==> config.mk <==
export PLATFORM = sky130hd
export DESIGN_NAME = fetch_top
export DESIGN_NICKNAME = d
export VERILOG_FILES = /design/src/hw/fetch_pkg.sv /design/src/hw/fetch_burst_reader.sv /design/src/hw/inst_queue.sv /design/src/hw/branch_predecoder.sv /design/src/hw/fetch_top.sv
export SDC_FILE = /design/constraint.sdc
export NUM_CORES = 1
export LEC_CHECK = 0
export ABC_AREA = 1
export ABC_CLOCK_PERIOD_IN_PS = 14270
export BUFFER_PORTS_ARGS = -buffer_cell sky130_fd_sc_hd__buf_4
export CAP_MARGIN = 20
export CELL_PAD_IN_SITES_DETAIL_PLACEMENT = 2
export CELL_PAD_IN_SITES_GLOBAL_PLACEMENT = 2
export CORE_UTILIZATION = 45
export DETAILED_ROUTE_END_ITERATION = 7
export PLACE_DENSITY_LB_ADDON = 0.1
export RECOVER_POWER = 25
export REMOVE_ABC_BUFFERS = 1
export SETUP_SLACK_MARGIN = 0.5
export SYNTH_ARGS = -nofsm -noshare
export SYNTH_HDL_FRONTEND = slang
export SYNTH_SLANG_ARGS = --single-unit
==> constraint.sdc <==
create_clock -name aclk -period 14.27 [get_ports aclk]
set_input_delay 1.427 -clock aclk [delete_from_list [all_inputs] [get_ports aclk]]
set_output_delay 1.427 -clock aclk [all_outputs]
set_load 0.005 [all_outputs]
==> src/hw/fetch_pkg.sv <==
package fetch_pkg;

    localparam int ADDR_W = 32;
    localparam int INST_W = 32;

    // LoongArch boot vector
    localparam logic [ADDR_W-1:0] RESET_PC = 32'h1C00_0000;

    // one burst never crosses a 64-byte line, 16 beats when aligned
    localparam int LINE_BYTES = 64;
    localparam int LINE_WORDS = LINE_BYTES / 4;
    localparam int LINE_OFF_W = $clog2(LINE_BYTES);
    localparam int LEN_W      = 8;

    // depth must stay a power of two, pointers wrap on their own
    localparam int QUEUE_DEPTH = 8;
    localparam int QUEUE_PTR_W = $clog2(QUEUE_DEPTH);
    localparam int QUEUE_CNT_W = $clog2(QUEUE_DEPTH + 1);

    // burst reader states
    localparam logic [1:0] ST_REQ   = 2'd0;
    localparam logic [1:0] ST_RECV  = 2'd1;
    localparam logic [1:0] ST_DRAIN = 2'd2;

    // major opcodes, bits 31:26
    localparam logic [5:0] OP_B         = 6'b010100;
    localparam logic [5:0] OP_BL        = 6'b010101;
    // beq, bne, blt, bge, bltu, bgeu
    localparam logic [5:0] OP_BEQ_FIRST = 6'b010110;
    localparam logic [5:0] OP_BGEU_LAST = 6'b011011;

    // b / bl format, offs[15:0] sits above offs[25:16]
    typedef struct packed {
        logic [5:0]  opcode;
        logic [15:0] offs_lo;
        logic [9:0]  offs_hi;
    } inst_i26_t;

    // conditional branch format
    typedef struct packed {
        logic [5:0]  opcode;
        logic [15:0] offs16;
        logic [4:0]  rj;
        logic [4:0]  rd;
    } inst_2ri16_t;

    typedef union packed {
        inst_i26_t   i26;
        inst_2ri16_t ri16;
    } inst_word_u;

endpackage

==> src/hw/fetch_burst_reader.sv <==
`timescale 1ns/1ps

module fetch_burst_reader (
    input  logic                         aclk,
    input  logic                         aresetn,
    input  logic                         i_redirect,
    input  logic [fetch_pkg::ADDR_W-1:0] i_redirect_pc,
    input  logic                         i_dec_redirect,
    input  logic [fetch_pkg::ADDR_W-1:0] i_dec_target,
    input  logic                         i_full,
    input  logic                         i_arready,
    input  logic [fetch_pkg::INST_W-1:0] i_rdata,
    input  logic                         i_rlast,
    input  logic                         i_rvalid,
    output logic [fetch_pkg::ADDR_W-1:0] o_araddr,
    output logic [fetch_pkg::LEN_W-1:0]  o_arlen,
    output logic                         o_arvalid,
    output logic                         o_rready,
    output logic                         o_push,
    output logic [fetch_pkg::ADDR_W-1:0] o_push_pc,
    output logic [fetch_pkg::INST_W-1:0] o_push_inst,
    output logic                         o_flush
);
    import fetch_pkg::*;

    logic [1:0]        state;
    logic [ADDR_W-1:0] pc;
    logic              redirect_any;
    logic [ADDR_W-1:0] redirect_target;
    logic              beat;
    logic              launch;
    logic [LEN_W-1:0]  burst_len;

    // external redirect wins over the decoder
    assign redirect_any    = i_redirect | i_dec_redirect;
    assign redirect_target = i_redirect ? i_redirect_pc : i_dec_target;

    // stale beats are always taken, live ones only with queue room
    assign o_rready = (state == ST_RECV && !i_full) || state == ST_DRAIN;
    assign beat     = i_rvalid && o_rready;

    // no launch in a redirect cycle since pc is about to move
    assign launch = state == ST_REQ && !o_arvalid && !redirect_any;

    // words left up to the line boundary minus one
    assign burst_len = LEN_W'(LINE_WORDS - 1) - LEN_W'(pc[LINE_OFF_W-1:2]);

    assign o_flush     = redirect_any;
    assign o_push      = beat && state == ST_RECV && !redirect_any;
    assign o_push_pc   = pc;
    assign o_push_inst = i_rdata;

    // pc always names the next beat to arrive
    always_ff @(posedge aclk) begin
        if (!aresetn) begin
            pc <= RESET_PC;
        end else if (redirect_any) begin
            pc <= redirect_target;
        end else if (o_push) begin
            pc <= pc + ADDR_W'(4);
        end
    end

    always_ff @(posedge aclk) begin
        if (!aresetn) begin
            state     <= ST_REQ;
            o_arvalid <= 1'b0;
        end else begin
            case (state)
                ST_REQ: begin
                    if (launch) begin
                        o_arvalid <= 1'b1;
                    end else if (o_arvalid) begin
                        if (i_arready) begin
                            o_arvalid <= 1'b0;
                        end
                        // address already on the bus so its data is now stale
                        if (redirect_any) begin
                            state <= ST_DRAIN;
                        end else if (i_arready) begin
                            state <= ST_RECV;
                        end
                    end
                end
                ST_RECV: begin
                    if (beat && i_rlast) begin
                        state <= ST_REQ;
                    end else if (redirect_any) begin
                        state <= ST_DRAIN;
                    end
                end
                ST_DRAIN: begin
                    if (o_arvalid && i_arready) begin
                        o_arvalid <= 1'b0;
                    end
                    if (beat && i_rlast) begin
                        state <= ST_REQ;
                    end
                end
                default: begin
                    state <= ST_REQ;
                end
            endcase
        end
    end

    always_ff @(posedge aclk) begin
        if (launch) begin
            o_araddr <= pc;
            o_arlen  <= burst_len;
        end
    end

    ar_stable: assert property (
        @(posedge aclk) disable iff (!aresetn)
        o_arvalid && !i_arready |=> o_arvalid && $stable(o_araddr) && $stable(o_arlen)
    ) else $error("read request changed before arready");

endmodule

==> src/hw/inst_queue.sv <==
`timescale 1ns/1ps

module inst_queue (
    input  logic                         aclk,
    input  logic                         aresetn,
    input  logic                         i_push,
    input  logic [fetch_pkg::ADDR_W-1:0] i_push_pc,
    input  logic [fetch_pkg::INST_W-1:0] i_push_inst,
    input  logic                         i_pop,
    input  logic                         i_flush,
    output logic                         o_full,
    output logic                         o_valid,
    output logic [fetch_pkg::ADDR_W-1:0] o_pc,
    output logic [fetch_pkg::INST_W-1:0] o_inst
);
    import fetch_pkg::*;

    logic [ADDR_W-1:0]      pc_mem   [QUEUE_DEPTH];
    logic [INST_W-1:0]      inst_mem [QUEUE_DEPTH];
    logic [QUEUE_PTR_W-1:0] head;
    logic [QUEUE_PTR_W-1:0] tail;
    logic [QUEUE_CNT_W-1:0] count;
    logic                   do_push;
    logic                   do_pop;

    assign o_full  = count == QUEUE_CNT_W'(QUEUE_DEPTH);
    assign o_valid = count != '0;
    assign do_push = i_push && !o_full;
    assign do_pop  = i_pop && o_valid;

    // head entry shown directly
    assign o_pc   = pc_mem[head];
    assign o_inst = inst_mem[head];

    always_ff @(posedge aclk) begin
        if (!aresetn || i_flush) begin
            head  <= '0;
            tail  <= '0;
            count <= '0;
        end else begin
            if (do_push) begin
                tail <= tail + 1'b1;
            end
            if (do_pop) begin
                head <= head + 1'b1;
            end
            case ({do_push, do_pop})
                2'b10:   count <= count + 1'b1;
                2'b01:   count <= count - 1'b1;
                default: count <= count;
            endcase
        end
    end

    always_ff @(posedge aclk) begin
        if (do_push) begin
            pc_mem[tail]   <= i_push_pc;
            inst_mem[tail] <= i_push_inst;
        end
    end

    no_overflow: assert property (
        @(posedge aclk) disable iff (!aresetn)
        i_push |-> !o_full
    ) else $error("push while queue full");

    no_underflow: assert property (
        @(posedge aclk) disable iff (!aresetn)
        i_pop |-> o_valid
    ) else $error("pop while queue empty");

endmodule

==> src/hw/branch_predecoder.sv <==
`timescale 1ns/1ps

module branch_predecoder (
    input  logic                         aclk,
    input  logic                         aresetn,
    input  logic                         i_valid,
    input  logic [fetch_pkg::ADDR_W-1:0] i_pc,
    input  fetch_pkg::inst_word_u        i_inst,
    input  logic                         i_flush,
    input  logic                         i_inst_ready,
    output logic                         o_pop,
    output logic                         o_inst_valid,
    output logic [fetch_pkg::ADDR_W-1:0] o_inst_pc,
    output logic [fetch_pkg::INST_W-1:0] o_inst,
    output logic                         o_pred_taken,
    output logic                         o_dec_redirect,
    output logic [fetch_pkg::ADDR_W-1:0] o_dec_target
);
    import fetch_pkg::*;

    logic              is_uncond;
    logic              is_cond;
    logic              taken;
    logic [ADDR_W-1:0] offs;
    logic [ADDR_W-1:0] target;

    // b / bl through the I26 view, conditionals through 2RI16
    always_comb begin
        is_uncond = i_inst.i26.opcode == OP_B || i_inst.i26.opcode == OP_BL;
        is_cond   = i_inst.ri16.opcode >= OP_BEQ_FIRST
                    && i_inst.ri16.opcode <= OP_BGEU_LAST;
        if (is_uncond) begin
            offs = {{(ADDR_W - 28){i_inst.i26.offs_hi[9]}},
                    i_inst.i26.offs_hi, i_inst.i26.offs_lo, 2'b00};
        end else begin
            offs = {{(ADDR_W - 18){i_inst.ri16.offs16[15]}},
                    i_inst.ri16.offs16, 2'b00};
        end
        // static rule, backward conditionals are loops
        taken  = is_uncond || (is_cond && i_inst.ri16.offs16[15]);
        target = i_pc + offs;
    end

    // nothing enters during a flush, the queue head is stale
    assign o_pop = i_valid && (!o_inst_valid || i_inst_ready) && !i_flush;

    // redirect fires as the branch leaves, so the flush never drops it
    assign o_dec_redirect = o_inst_valid && o_pred_taken && i_inst_ready;

    always_ff @(posedge aclk) begin
        if (!aresetn) begin
            o_inst_valid <= 1'b0;
        end else if (i_flush) begin
            o_inst_valid <= 1'b0;
        end else if (o_pop) begin
            o_inst_valid <= 1'b1;
        end else if (i_inst_ready) begin
            o_inst_valid <= 1'b0;
        end
    end

    always_ff @(posedge aclk) begin
        if (o_pop) begin
            o_inst_pc    <= i_pc;
            o_inst       <= i_inst;
            o_pred_taken <= taken;
            o_dec_target <= target;
        end
    end

    out_hold: assert property (
        @(posedge aclk) disable iff (!aresetn)
        o_inst_valid && !i_inst_ready && !i_flush |=>
            o_inst_valid && $stable(o_inst_pc) && $stable(o_inst)
            && $stable(o_pred_taken)
    ) else $error("output changed under back-pressure");

endmodule

==> src/hw/fetch_top.sv <==
`timescale 1ns/1ps

module fetch_top (
    input  logic                         aclk,
    input  logic                         aresetn,
    input  logic                         i_redirect,
    input  logic [fetch_pkg::ADDR_W-1:0] i_redirect_pc,
    output logic [fetch_pkg::ADDR_W-1:0] o_araddr,
    output logic [fetch_pkg::LEN_W-1:0]  o_arlen,
    output logic                         o_arvalid,
    input  logic                         i_arready,
    input  logic [fetch_pkg::INST_W-1:0] i_rdata,
    input  logic                         i_rlast,
    input  logic                         i_rvalid,
    output logic                         o_rready,
    input  logic                         i_inst_ready,
    output logic                         o_inst_valid,
    output logic [fetch_pkg::ADDR_W-1:0] o_inst_pc,
    output logic [fetch_pkg::INST_W-1:0] o_inst,
    output logic                         o_pred_taken
);
    import fetch_pkg::*;

    logic              push;
    logic [ADDR_W-1:0] push_pc;
    logic [INST_W-1:0] push_inst;
    logic              full;
    logic              q_valid;
    logic [ADDR_W-1:0] q_pc;
    logic [INST_W-1:0] q_inst;
    logic              pop;
    logic              flush;
    logic              dec_redirect;
    logic [ADDR_W-1:0] dec_target;

    fetch_burst_reader u_reader (
        .aclk           (aclk),
        .aresetn        (aresetn),
        .i_redirect     (i_redirect),
        .i_redirect_pc  (i_redirect_pc),
        .i_dec_redirect (dec_redirect),
        .i_dec_target   (dec_target),
        .i_full         (full),
        .i_arready      (i_arready),
        .i_rdata        (i_rdata),
        .i_rlast        (i_rlast),
        .i_rvalid       (i_rvalid),
        .o_araddr       (o_araddr),
        .o_arlen        (o_arlen),
        .o_arvalid      (o_arvalid),
        .o_rready       (o_rready),
        .o_push         (push),
        .o_push_pc      (push_pc),
        .o_push_inst    (push_inst),
        .o_flush        (flush)
    );

    inst_queue u_queue (
        .aclk        (aclk),
        .aresetn     (aresetn),
        .i_push      (push),
        .i_push_pc   (push_pc),
        .i_push_inst (push_inst),
        .i_pop       (pop),
        .i_flush     (flush),
        .o_full      (full),
        .o_valid     (q_valid),
        .o_pc        (q_pc),
        .o_inst      (q_inst)
    );

    branch_predecoder u_predecoder (
        .aclk           (aclk),
        .aresetn        (aresetn),
        .i_valid        (q_valid),
        .i_pc           (q_pc),
        .i_inst         (q_inst),
        .i_flush        (flush),
        .i_inst_ready   (i_inst_ready),
        .o_pop          (pop),
        .o_inst_valid   (o_inst_valid),
        .o_inst_pc      (o_inst_pc),
        .o_inst         (o_inst),
        .o_pred_taken   (o_pred_taken),
        .o_dec_redirect (dec_redirect),
        .o_dec_target   (dec_target)
    );

endmodule

; ---- Yosys cells after proc, flatten, opt, wreduce, memory -nomap -nowiden
; Memory sizes are Yosys's and may differ from the RTL's. A register that Yosys moved wholly into a read port is not among the register bits.
; Index checks and enable logic that the tools add are counted.
[totals]
reg_bits = 183
memories = 2
inputBits = 71
out_inout_bits = 108
wordCells = 100
mem_bits_rw = 512
[op_classes]
order_cmp = 2
muxes = 26
add_sub_neg = 7
n_reduce_logical = 35
eq_ne = 13
bitwise_logic = 2
[mem_list]
columns = memory, words, word_bits, rd, rd_clocked_by_memory_dff, wr, line
row1 = u_queue.inst_mem, 8, 32, 1, 1, 1, inst_queue.sv:19  ; logic [INST_W-1:0] inst_mem [QUEUE_DEPTH];
row2 = u_queue.pc_mem, 8, 32, 1, 1, 1, inst_queue.sv:18  ; logic [ADDR_W-1:0] pc_mem [QUEUE_DEPTH];
[ops]
columns = cell, n
row1 = 32-bit 2-to-1 mux, 4
row2 = "32-bit by 3-bit adder with 32-bit output, second input constant", 1
row3 = 32-bit adder, 1
row4 = 1-bit logical AND, 16
row5 = 2-bit 2-to-1 mux, 7
row6 = "6-bit by 5-bit == test with 1-bit output, second input constant", 2
row7 = 3-bit 2-to-1 mux, 4
row8 = 1-bit 2-to-1 mux, 8
row9 = 4-bit one-hot mux with 2 select lines, 1
row10 = 2-bit nonzero test, 4
row11 = "3-bit by 1-bit adder with 3-bit output, second input constant", 2
row12 = "6-bit by 5-bit greater-or-equal comparator with 1-bit output, second input constant", 1
row13 = "6-bit by 5-bit <= comparator with 1-bit output, second input constant", 1
row14 = "2-bit != test, second input constant", 3
row15 = "3-bit by 2-bit != test with 1-bit output, second input constant", 2
row16 = 2-bit one-hot mux with 3 select lines, 1
row17 = 1-bit logical NOT, 5
row18 = 1-bit logical OR, 5
row19 = 5-bit AND reduction, 1
row20 = "4-bit by 4-bit subtractor with 5-bit output, first input constant", 1
row21 = "4-bit by 1-bit adder with 4-bit output, second input constant", 1
row22 = "2-bit by 1-bit == test with 1-bit output, second input constant", 2
row23 = "2-bit == test, second input constant", 2
row24 = "4-bit == test, second input constant", 1
row25 = 9 further kinds, 9

; ---- Depth between registers and ports, before layout
; Gate-level depths: netlist of run 1.
[depth]
ltp_word = 10
ltp_mapped = 26
ltp_nobuf = 24

; ---- Cells and area by module
; From an unflattened synthesis of run 1, not the netlist that was laid out.
[hier_totals]
cells_unflattened = 2691
area_unflattened_um2 = 30105.1
[modules_own_cells]
columns = module, area_per_inst_um2, seq_area_each_um2, cells_each, instances
row1 = inst_queue, 20520.9, 15635.0, 1532, 1
row2 = branch_predecoder, 5405.2, 2872.8, 588, 1
row3 = fetch_burst_reader, 4179.0, 1781.7, 571, 1

; ---- Worst setup path after synthesis of run 1
; OpenSTA, ideal clock, no wires.
[synth_timing]
path_type = input port to flip-flop
start = input port i_redirect
end = memory u_queue.inst_mem[0][0] (enable)
setup_slack_ns = 7.121
arrival_ns = 6.584
required_ns = 13.705
n_path_buf = 0
path_stages = 6
cell_sequence = inv_1 nand2_1 nor2_1 inv_2 or2_2 nor3_1
[synth_via]
elab_chain_len = 6
[synth_rtl]
columns = item, line
row1 = from (decl), fetch_top.sv:6  ; input logic i_redirect,
row2 = 1-bit bitwise OR, fetch_burst_reader.sv:35  ; assign redirect_any = i_redirect | i_dec_redirect;
row3 = 1-bit logical NOT, fetch_burst_reader.sv:49  ; assign o_push = beat && state == ST_RECV && !redirect_any;
row4 = 1-bit logical AND, fetch_burst_reader.sv:49
row5 = 1-bit logical AND, inst_queue.sv:28  ; assign do_push = i_push && !o_full;
row6 = 1-bit 2-to-1 mux, inst_queue.sv:56  ; if (do_push) begin
row7 = 1-bit 2-to-1 mux (not written as such), inst_queue.sv:58  ; inst_mem[tail] <= i_push_inst;
row8 = to (decl), inst_queue.sv:19
; No other way between the ends.

==> metrics.csv, run 1 <==
stage;metric;value;unit
final_layout;multiInputGateArea;7440;um2
sta;worst_pin_slew;1160;ps
hold_path;hold_path_class;flop to flop;
synthesis;yosys_warnings;0;
sta;max_freq;178;MHz
sta;min_period_over_period;0.393;
placed_design;place.gp.congestion;0.903;
final_layout;regArea;20300;um2
floorplanning;die_width;255;um
synthesis;async_reset_ff_frac;0;
cts;cts_hold_buf;0;
setup_path;timing.rr.end;u_predecoder.o_dec_target[31];
cts;clock-sinks;692;
final_layout;fill_cells;6124;
final_layout;final_core_util;0.525;
detailed_routing;first_pass_iters;5;
final_layout;drive_gt1_frac;0.119;
synthesis;synth_area;28800;um2
sta;fin_tns_setup;0;ps
synthesis;seq_area_frac_synth;0.704;
placed_design;placement.io_buffers;174;
cts;htreeDepth;3;
setup_path;cpMostUsedCell;nand2_1;
global_routing;antenna_found_initial;1;
synthesis;synth-edff-count;643;
final_layout;nNetsFinal;2723;
setup_path;cp_data_required_time;14650;ps
sta;rsz0062_at_grt;false;
global_routing;grt_pass1_wl;157000;um
floorplanning;die-area;65000;um2
sta;slew_headroom;0.228;
detailed_routing;ant_nets;0;
setup_path;end_kind;flop;
sta;setup_viol_count_final;0;
run_status;status;completed;
cts;cts_made_buffers;76;
hold_path;hold_path_end;u_queue.count[0];
placed_design;dp_hpwl;65400;um
placed_design;placed_cells;3381;
cts;cts-root-buf;clkbuf_16;
global_routing;grt_max_degree;178;
sta;fin_worst_skew;18.8;ps
pwr;powerDensity;144;nW/um2
setup_path;r2r_slack;8660;ps
run;maxCapViolCount;0;
cts;cts_tree;done;
synthesis;syn_inst;2458;
synthesis;ys.flop_type;edfxtp_1;
cts;cts_setup_buffers;0;
setup_path;critPathMaxStageDelay;870;ps
global_routing;grtUsageTotal;0.334;
floorplanning;start_util;0.456;
hold_path;min_path_cells;2;
sta;period_needed;5610;ps
pwr;p_leak;0.0120;uW
detailed_routing;wl_per_cell;30.6;um
synthesis;synth-seq-cells;692;
hold_path;min-delay-start;u_queue.count[0];
detailed_routing;drt_iter0_drc;1605;
detailed_routing;avgViaCountPerCell;6.01;
setup_path;critPathKind;flop to flop;
floorplanning;die_y;255;um
cts;cts_resized;0;
pwr;peakVddDrop;97.5;uV
global_routing;grt_overflow_total;0;
synthesis;synth.avg_cell_area;11.7;um2
detailed_routing;drt-total-wl;108000;um
final_layout;syn2layout_area_growth;15.1;%
sta;slew_viol_final;0;
final_layout;fin_cells;3520;
cts;cts_max_path_buffers;3;
global_routing;grt_pass1_vias;23500;
detailed_routing;num_vias;21200;
setup_path;start_kind;flop;
setup_path;cp_slowest_cell;buf_4;
synthesis;yosysUniqueCellTypes;48;
floorplanning;core-area;63200;um2
setup_path;crit_fanout;105;
final_layout;final_common_cell;edfxtp_1;
setup_path;crit_arrival;5980;ps
final_layout;layout_common_cells;edfxtp_1 (643), nor2_1 (422), nand2_1 (317), o21ai_0 (252), buf_4 (186);
floorplanning;ios;179;
cts;clock_latency;630;ps
setup_path;reg2reg_depth;25;
detailed_routing;drc_errors;0;
cts;clkTransAtPathRegs;60;ps
floorplanning;placementRows;92;
sta;finalHoldViolations;0;
[power by group]
part           switching, uW  internal [uW]  total (uW)  leakage [uW]
registers               72.7           2320        2400       0.00624
clock network            836           1080        1910       0.00113
logic                    328            146         474       0.00466
total                   1240           3550        4780        0.0120
[registers in the layout (all words and copies together), names as in the netlist, named ones only]
signal and count:
u_reader.o_arvalid 1, u_queue.head 3, u_reader.o_push_pc 32, u_predecoder.o_inst 32, u_predecoder.o_pred_taken 1, u_reader.state 2
u_queue.inst_mem 256, u_predecoder.o_dec_target 30, u_queue.pc_mem 256, u_reader.o_araddr 32, u_queue.tail 3, u_predecoder.o_inst_valid 1
u_predecoder.o_inst_pc 32, u_queue.count 4, u_reader.o_arlen 4
[layer usage]
layer | vias up | share of wire | GRT usage
li1 | 9068 | - | -
met1 | 11100 | 0.39 | 0.409
met2 | 751 | 0.52 | 0.598
met3 | 245 | 0.053 | 0.0451
met4 | 0 | 0.039 | 0.128
met5 | - | 0 | 0
[per-stage QoR]
step           worst slack, ps  power (uW)  hold WS [ps]  cell area [um2]
2_1_floorplan             3820        2630           458            28200
3_5_place_dp              8720        2900           491            30800
6_report                  8660        4780           494            33200
3_3_place_gp              9030        2860           474            30800
4_1_cts                   8670        4790           501            33200
5_1_grt                   8200        4890           531            33200
[critical path, delay by kind of cell (launching register included)]
family / cells / cell delay [ps]
simple gates: 14 / 1970
fa+ha+maj: 1 / 340
compound gates: 4 / 840
flops: 1 / 450
buf+inv: 6 / 1630
[Yosys cell counts, drive strengths merged (3+ instances only)]
master,instances,area [um2]
nand4,10,62.6
dfxtp,49,981
xnor2,8,70.1
nor2,433,1650
inv,140,526
nand3,96,490
o31ai,3,22.5
clkbuf,55,206
nand2,322,1220
a21o,9,67.6
a31oi,69,432
a21oi,81,405
o21ai,271,1360
edfxtp,643,19300
ha,35,438
a32o,7,70.1
a311oi,3,26.3
or2,6,37.5
nor3,25,125
o22ai,55,344
o211ai,6,45.0
or3,4,25.0
o221ai,5,43.8
nor4,4,25.0
buf,70,425
a211oi,8,60.1
xor2,23,201
o21a,4,30.0
[area by class of cell]
type / instances / area share
Sequential cell: 692 / 0.612
Multi-Input combinational cell: 1503 / 0.224
Clock buffer: 107 / 0.0631
Timing Repair Buffer: 201 / 0.0452
Tap cell: 846 / 0.0319
Inverter: 141 / 0.0163
Clock inverter: 29 / 0.00717
Antenna cell: 1 / 0.0000754
[kinds of logic (layout without fill, tap and decap cells)]
group                    after synthesis  after routing  share of synthesized area
buffers and inverters                266            478                     0.0403
XOR/XNOR                              31             31                    0.00942
other                                  1              5                   0.000130
flip-flops                           692            692                      0.704
adder cells (fa/ha/maj)               37             37                     0.0166
AO/OA/AOI/OAI                        525            525                      0.102
AND/OR/NAND/NOR                      906            906                      0.127
[how the worst max path moves through the flow]
stage | start | end | slack, ps | cells after the start
floorplan | flop | u_predecoder.o_dec_target[31] | 3820 | 20
CTS | flop | u_predecoder.o_dec_target[31] | 8670 | 25
global placement | i_inst_ready | u_queue.inst_mem[4][5] | 9030 | 9
finish | flop | u_predecoder.o_dec_target[31] | 8660 | 25
detailed placement | flop | u_predecoder.o_dec_target[31] | 8720 | 25
global route | flop | u_predecoder.o_dec_target[31] | 8200 | 25
Note: power is estimated with default switching activity, not from simulation.
==> run 2, diff against run 1 <==
Settings changed: ABC_CLOCK_PERIOD_IN_PS 14270 to 4800, CORE_UTILIZATION 45 to 37.
Clock period 14.27 ns to 4.8 ns, I/O delays scaled along.
==> run 2 against run 1 <==
  * Combinational power grew to 2.9 times the previous value
  * Wire length shrank 8.7%
  * Critical path depth shrank 5
  * Clock skew grew 3.0 ps
  * First-iteration DRC count shrank 23%
  * Maximum frequency grew 39%
  * Largest power group unchanged
==> metrics.csv, run 2 (synthesis gave the netlist of run 1 again) <==
stage;metric;value;unit;change
setup_path;crit_arrival;4420;ps;-1560 ps
final_layout;nNetsFinal;2756;;+1.2%
sta;fin_worst_skew;21.8;ps;+2.96 ps
run;maxCapViolCount;0;;unchanged
sta;finalHoldViolations;0;;unchanged
cts;clock-sinks;692;;unchanged
detailed_routing;drt-total-wl;98400;um;-8.7%
cts;cts_setup_buffers;0;;unchanged
global_routing;grt_overflow_total;0;;unchanged
setup_path;critPathKind;flop to flop;;
detailed_routing;wl_met3;3480;um;-39%
sta;rsz0062_at_grt;false;;
hold_path;hold_path_class;input pin to flop;;
global_routing;grt_pass1_vias;22500;;-4.6%
pwr;p_leak;0.0123;uW;+1.8%
setup_path;cp_data_required_time;5180;ps;-9470 ps
sta;period_needed;4040;ps;-1570 ps
detailed_routing;drc_errors;0;;unchanged
sta;slew_headroom;0.296;;+0.0679
final_layout;fin_cells;3738;;+6.2%
detailed_routing;drt_iter0_drc;1240;;-23%
cts;cts-root-buf;clkbuf_16;;
run_status;status;completed;;
placed_design;place.gp.congestion;0.875;;-3.1%
sta;worst_pin_slew;1050;ps;-110 ps
cts;clkTransAtPathRegs;60;ps;about the same
setup_path;reg2reg_depth;20;;-20%
placed_design;dp_hpwl;61700;um;-5.6%
detailed_routing;dr.max_layer_used;met4;;
final_layout;fill_cells;7759;;+27%
floorplanning;die_y;281;um;+10%
detailed_routing;avgViaCountPerCell;5.44;;-9.6%
setup_path;crit_fanout;141;;+34%
final_layout;layout_common_cells;edfxtp_1 (643), nor2_1 (422), nand2_1 (317), o21ai_0 (252), buf_4 (184);;
global_routing;grt_pass1_wl;146000;um;-7.1%
sta;slew_viol_final;0;;unchanged
sta;max_freq;247;MHz;+39%
sta;setup_viol_count_final;0;;unchanged
final_layout;syn2layout_area_growth;17.6;%;
global_routing;grt_max_degree;142;;-20%
detailed_routing;wl_met1;43300;um;+2.4%
setup_path;timing.rr.end;u_predecoder.o_dec_target[30];;
detailed_routing;num_vias;20300;;-4.0%
cts;cts_tree;done;;
final_layout;final_common_cell;edfxtp_1;;
cts;clock_latency;630;ps;about the same
placed_design;placement.io_buffers;174;;unchanged
placed_design;placed_cells;3598;;+6.4%
cts;cts_max_path_buffers;3;;unchanged
global_routing;grtUsageTotal;0.251;;-0.0834
global_routing;antenna_found_initial;4;;+3
pwr;peakVddDrop;255;uV;+160%
detailed_routing;first_pass_iters;5;;unchanged
floorplanning;placementRows;101;;+9.8%
detailed_routing;wl_per_cell;26.3;um;-14%
setup_path;r2r_slack;760;ps;-7900 ps
setup_path;worstSetupEndpoint;u_predecoder.o_dec_target[30];;
final_layout;drive_gt1_frac;0.127;;+0.00811
setup_path;start_kind;flop;;
floorplanning;ios;179;;unchanged
pwr;powerDensity;426;nW/um2;+200%
floorplanning;start_util;0.377;;-0.0791
final_layout;largestRegisters;u_queue.inst_mem: 256 flops, u_queue.pc_mem: 256 flops;;
cts;cts_made_buffers;77;;+1.3%
cts;cts_hold_buf;0;;unchanged
detailed_routing;met2WireLength;49300;um;-11%
setup_path;end_kind;flop;;
detailed_routing;ant_nets;0;;unchanged
sta;min_period_over_period;0.842;;+0.449
pwr;p_total;14400;uW;+200%
cts;htreeDepth;3;;unchanged
floorplanning;core-area;76500;um2;+21%
floorplanning;die-area;79000;um2;+21%
floorplanning;die_width;281;um;+10%
run 2: layout make-up:
cell class | instances | area [um2] | share of cell area
repair buffers | 233 | 1820 | 0.0536
multi-input cells | 1503 | 7450 | 0.220
flip-flops and latches | 692 | 20300 | 0.599
diodes | 1 | 2.50 | 0.0000738
well taps | 1030 | 1290 | 0.0380
clock buffers | 100 | 2080 | 0.0612
clock inverters | 38 | 419 | 0.0124
inverters | 141 | 547 | 0.0161
run 2: layer usage:
layer	track usage	vias to the layer above
met3	0.0289	136
met2	0.437	412
met4	0.0687	0
met1	0.329	10600
met5	0	-
li1	-	9138
run 2: worst min-delay path by stage:
stage | start | endpoint | slack [ps] | cells after the start
floorplan | u_queue.count[0] | u_queue.count[0] | 460 | 2
global placement | u_queue.count[0] | u_queue.count[0] | 470 | 2
detailed placement | u_queue.count[0] | u_queue.count[0] | 490 | 2
CTS | i_rdata[14] | u_queue.inst_mem[4][14] | 60 | 1
global route | i_redirect_pc[0] | u_reader.o_push_pc[0] | 150 | 3
finish | i_redirect_pc[1] | u_reader.o_push_pc[1] | 150 | 3
run 2: per-stage QoR:
stage                     hold slack [ps]  area, um2  setup slack, ps  utilization  TNS [ps]
after global routing                  147      33900              518        0.443         0
final                                 153      33900              759        0.443         0
after CTS                            61.3      34000              666        0.444         0
after global placement                475      31500              643        0.412         0
after detailed placement              494      31500              685        0.412         0
after floorplan                       458      28200            -5650            -  -1178600
run 2: worst max-delay path: stages, from the launching register on:
cell     delay (ps)
dfxtp_4         410
buf_16          350
o21ai_0         220
o22ai_1         200
nor2_1           60
a31oi_1         240
ha_1            250
inv_1            80
fa_1            410
inv_1           150
nand3_1          90
nand2_1         120
nand3_1          80
nand2_1         140
nand2_1          70
nand3_1         190
nand2_1          90
nand2_1         140
nand3_1         120
nand3_1         100
nand2_1          60
run 2: power by group:
group,leakage (uW),internal (uW),switching [uW]
combinational,0.00480,442,943
sequential,0.00624,6900,182
clock,0.00122,3490,2470
total,0.0123,10800,3600
run 2: repair_timing:
item | in CTS | in global routing
endpoints found under the setup margin | 0 | 6
resized for setup | 0 | 5
hold endpoints to repair | 0 | 0
==> run 3, diff against run 2 <==
Settings changed: ABC_CLOCK_PERIOD_IN_PS 4800 to 3430.
Clock period 4.8 ns to 3.43 ns, I/O delays scaled along.
==> run 3 against run 2 <==
  * Sequential share of layout area down 6.6 points
  * Critical path depth up 6
  * Via count up 8.8%
  * Power up 45%
  * Sequential power up 40%
  * Worst setup slack worse by 750 ps
  * Global-route usage up 2.3 points
  * Clock power up 37%
  * Non-clock buffer count up 327
  * Largest cell class unchanged
==> metrics.csv, run 3 (synthesis gave the netlist of run 1 again) <==
stage;metric;value;unit;change
placed_design;place_area;33500;um2;+6.4%
final_layout;finish.instance_area;38100;um2;+12%
setup_path;critPathMaxStageDelay;370;ps;-40 ps
final_layout;drive_gt1_frac;0.274;;+0.146
sta;rsz0062_at_grt;true;;
pwr;intPower;15500;uW;+43%
floorplanning;start_util;0.377;;unchanged
global_routing;grtUsageTotal;0.273;;+0.0227
floorplanning;ios;179;;unchanged
placed_design;dp_hpwl;67900;um;+10%
detailed_routing;drt_iter0_drc;1623;;+31%
sta;fin_ws;12.8;ps;-746 ps
pwr;p_total;20900;uW;+45%
floorplanning;placementRows;101;;unchanged
detailed_routing;num_vias;22100;;+8.8%
pwr;power.switching;5400;uW;+50%
detailed_routing;drt-total-wl;109000;um;+11%
global_routing;antenna_found_initial;1;;-3
sta;min_period_over_period;0.996;;+0.154
detailed_routing;drc_errors;0;;unchanged
setup_path;cp_data_required_time;3800;ps;-1380 ps
pwr;combPwrFrac;0.135;;+0.039
placed_design;place.gp.congestion;0.880;;+0.64%
detailed_routing;first_pass_iters;7;;+2
run;maxCapViolCount;0;;unchanged
final_layout;final_core_util;0.498;;+0.0550
setup_path;crit_fanout;8;;-94%
final_layout;largestRegisters;u_queue.inst_mem: 256 flops, u_queue.pc_mem: 256 flops;;
cts;cts_made_buffers;76;;-1.3%
final_layout;nNetsFinal;3084;;+12%
global_routing;grt_max_degree;54;;-62%
pwr;clock_power_share;0.391;;-0.022
global_routing;grt_pass1_wl;158000;um;+8.7%
placed_design;placement.io_buffers;174;;unchanged
setup_path;cp_slowest_cell;dfxtp_4;;
setup_path;cpMostUsedCell;nand2_1;;
setup_path;critPathKind;flop to flop;;
final_layout;final_common_cell;edfxtp_1;;
sta;slew_headroom;0.426;;+0.130
sta;setup_viol_count_final;0;;unchanged
final_layout;syn2layout_area_growth;32.2;%;
placed_design;placed_cells;3835;;+6.6%
setup_path;cp.buffers_inverters;11;;+8
hold_path;hold_path_class;input pin to flop;;
pwr;powerDensity;549;nW/um2;+29%
setup_path;end_kind;flop;;
detailed_routing;avgViaCountPerCell;5.44;;about the same
sta;period_needed;3420;ps;-624 ps
pwr;p_leak;0.0142;uW;+16%
cts;htreeDepth;3;;unchanged
detailed_routing;ant_nets;0;;unchanged
setup_path;start_kind;flop;;
cts;clock-sinks;692;;unchanged
setup_path;cp_top_family;buffers and inverters;;
pwr;seq_power_share;0.474;;-0.017
sta;max_freq;293;MHz;+18%
sta;slew_viol_final;0;;unchanged
cts;clkTransAtPathRegs;70;ps;about the same
sta;worst_pin_slew;861;ps;-187 ps
final_layout;fin_cells;4067;;+8.8%
floorplanning;die_y;281;um;unchanged
cts;cts-root-buf;clkbuf_16;;
sta;fin_worst_skew;19.0;ps;-2.73 ps
cts;clock_latency;620;ps;about the same
placed_design;pre_cts_slack;-248;ps;-933 ps
floorplanning;die-area;79000;um2;unchanged
pwr;peakVddDrop;348;uV;+37%
cts;cts_tree;done;;
pwr;p_sw_frac;0.258;;+0.00879
cts;cts_max_path_buffers;3;;unchanged
floorplanning;die_width;281;um;unchanged
global_routing;grt_pass1_vias;24200;;+7.6%
sta;finalHoldViolations;0;;unchanged
detailed_routing;wl_per_cell;26.9;um;+2.2%
final_layout;layout_common_cells;edfxtp_1 (643), buf_4 (430), nor2_1 (401), nand2_1 (282), o21ai_0 (217);;
setup_path;crit_arrival;3790;ps;-630 ps
run_status;status;completed;;
global_routing;grt_overflow_total;0;;unchanged
floorplanning;core-area;76500;um2;unchanged
## run 3: cell count changes in the layout (fill, tap and decap cells not counted), sizes merged
cell | previous run | this run
bufinv | 8 | 3
buf | 200 | 483
clkinv | 25 | 26
bufbuf | 0 | 6
clkbuf | 133 | 144
dlygate4sd3 | 0 | 33
## run 3: timing repair
action | CTS | global route
gates cloned | 10 | 2
endpoints found under the setup margin | 28 | 27
gates resized for setup | 184 | 124
hold buffers | 33 | 0
pin swaps | 41 | 52
endpoints found under the hold margin | 257 | 0
buffers inserted | 29 | 19
## run 3: layer usage
layer  global-route usage  share of wire  vias to the layer above  wire, um
li1                     -              -                     9803         -
met3               0.0293          0.037                      172      4030
met5                    0              0                        -         0
met1                0.355           0.43                    11600     46600
met2                0.479           0.51                      526     55900
met4               0.0814          0.026                        0      2820
## run 3: area by class of cell
cell class / instances / area, um2
repair inverters: 2 / 17.5
well taps: 1030 / 1290
inverters: 141 / 563
clock buffers: 106 / 2180
multi-input cells: 1503 / 8500
clock inverters: 32 / 270
flip-flops and latches: 692 / 20300
fillers: 7503 / 38400
repair buffers: 560 / 4970
diodes: 1 / 2.50
## run 3: power by group through the flow
stage | Sequential [uW] | Combinational [uW] | Clock, uW
final | 9910 | 2830 | 8190
after global placement | 10100 | 2260 | 0
after detailed placement | 10100 | 2350 | 0
after global routing | 9930 | 3000 | 8620
after floorplan | 10000 | 929 | 0
after CTS | 9910 | 2660 | 8330
## run 3: final timing paths
path / endpoint / startpoint / slack, ps / cells after the start
setup / recovery: u_predecoder.o_dec_target[29] / flop / 10 / 26
hold / removal: u_reader.o_push_pc[0] / i_redirect_pc[0] / 80 / 3
setup reg to reg: u_predecoder.o_dec_target[29] / flop / 10 / 26
hold reg to reg: u_queue.count[0] / u_queue.count[0] / 490 / 2
## run 3: metrics by stage
stage	TNS (ps)	hold slack (ps)
after detailed placement	-2940	490
after global placement	-1000	471
after CTS	0	44.6
after floorplan	-2067880	427
after global routing	-592	59.2
final	0	79.8
## run 3: worst reg2reg max path, stage by stage, from the launching register on
cell,delay (ps)
dfxtp_4,370
buf_12,170
buf_12,130
buf_16,120
nand2_1,60
nand3_1,80
nand2_1,50
nand2_1,70
nand2_2,70
nand2_4,80
inv_4,40
nand3_4,70
buf_6,140
nand2_2,50
buf_6,140
buf_4,140
o21ai_2,90
inv_2,80
ha_4,290
nand2_2,70
buf_4,130
inv_2,100
nand3_2,110
buf_4,140
nand3b_1,210
nand3_1,120
nand2_1,60
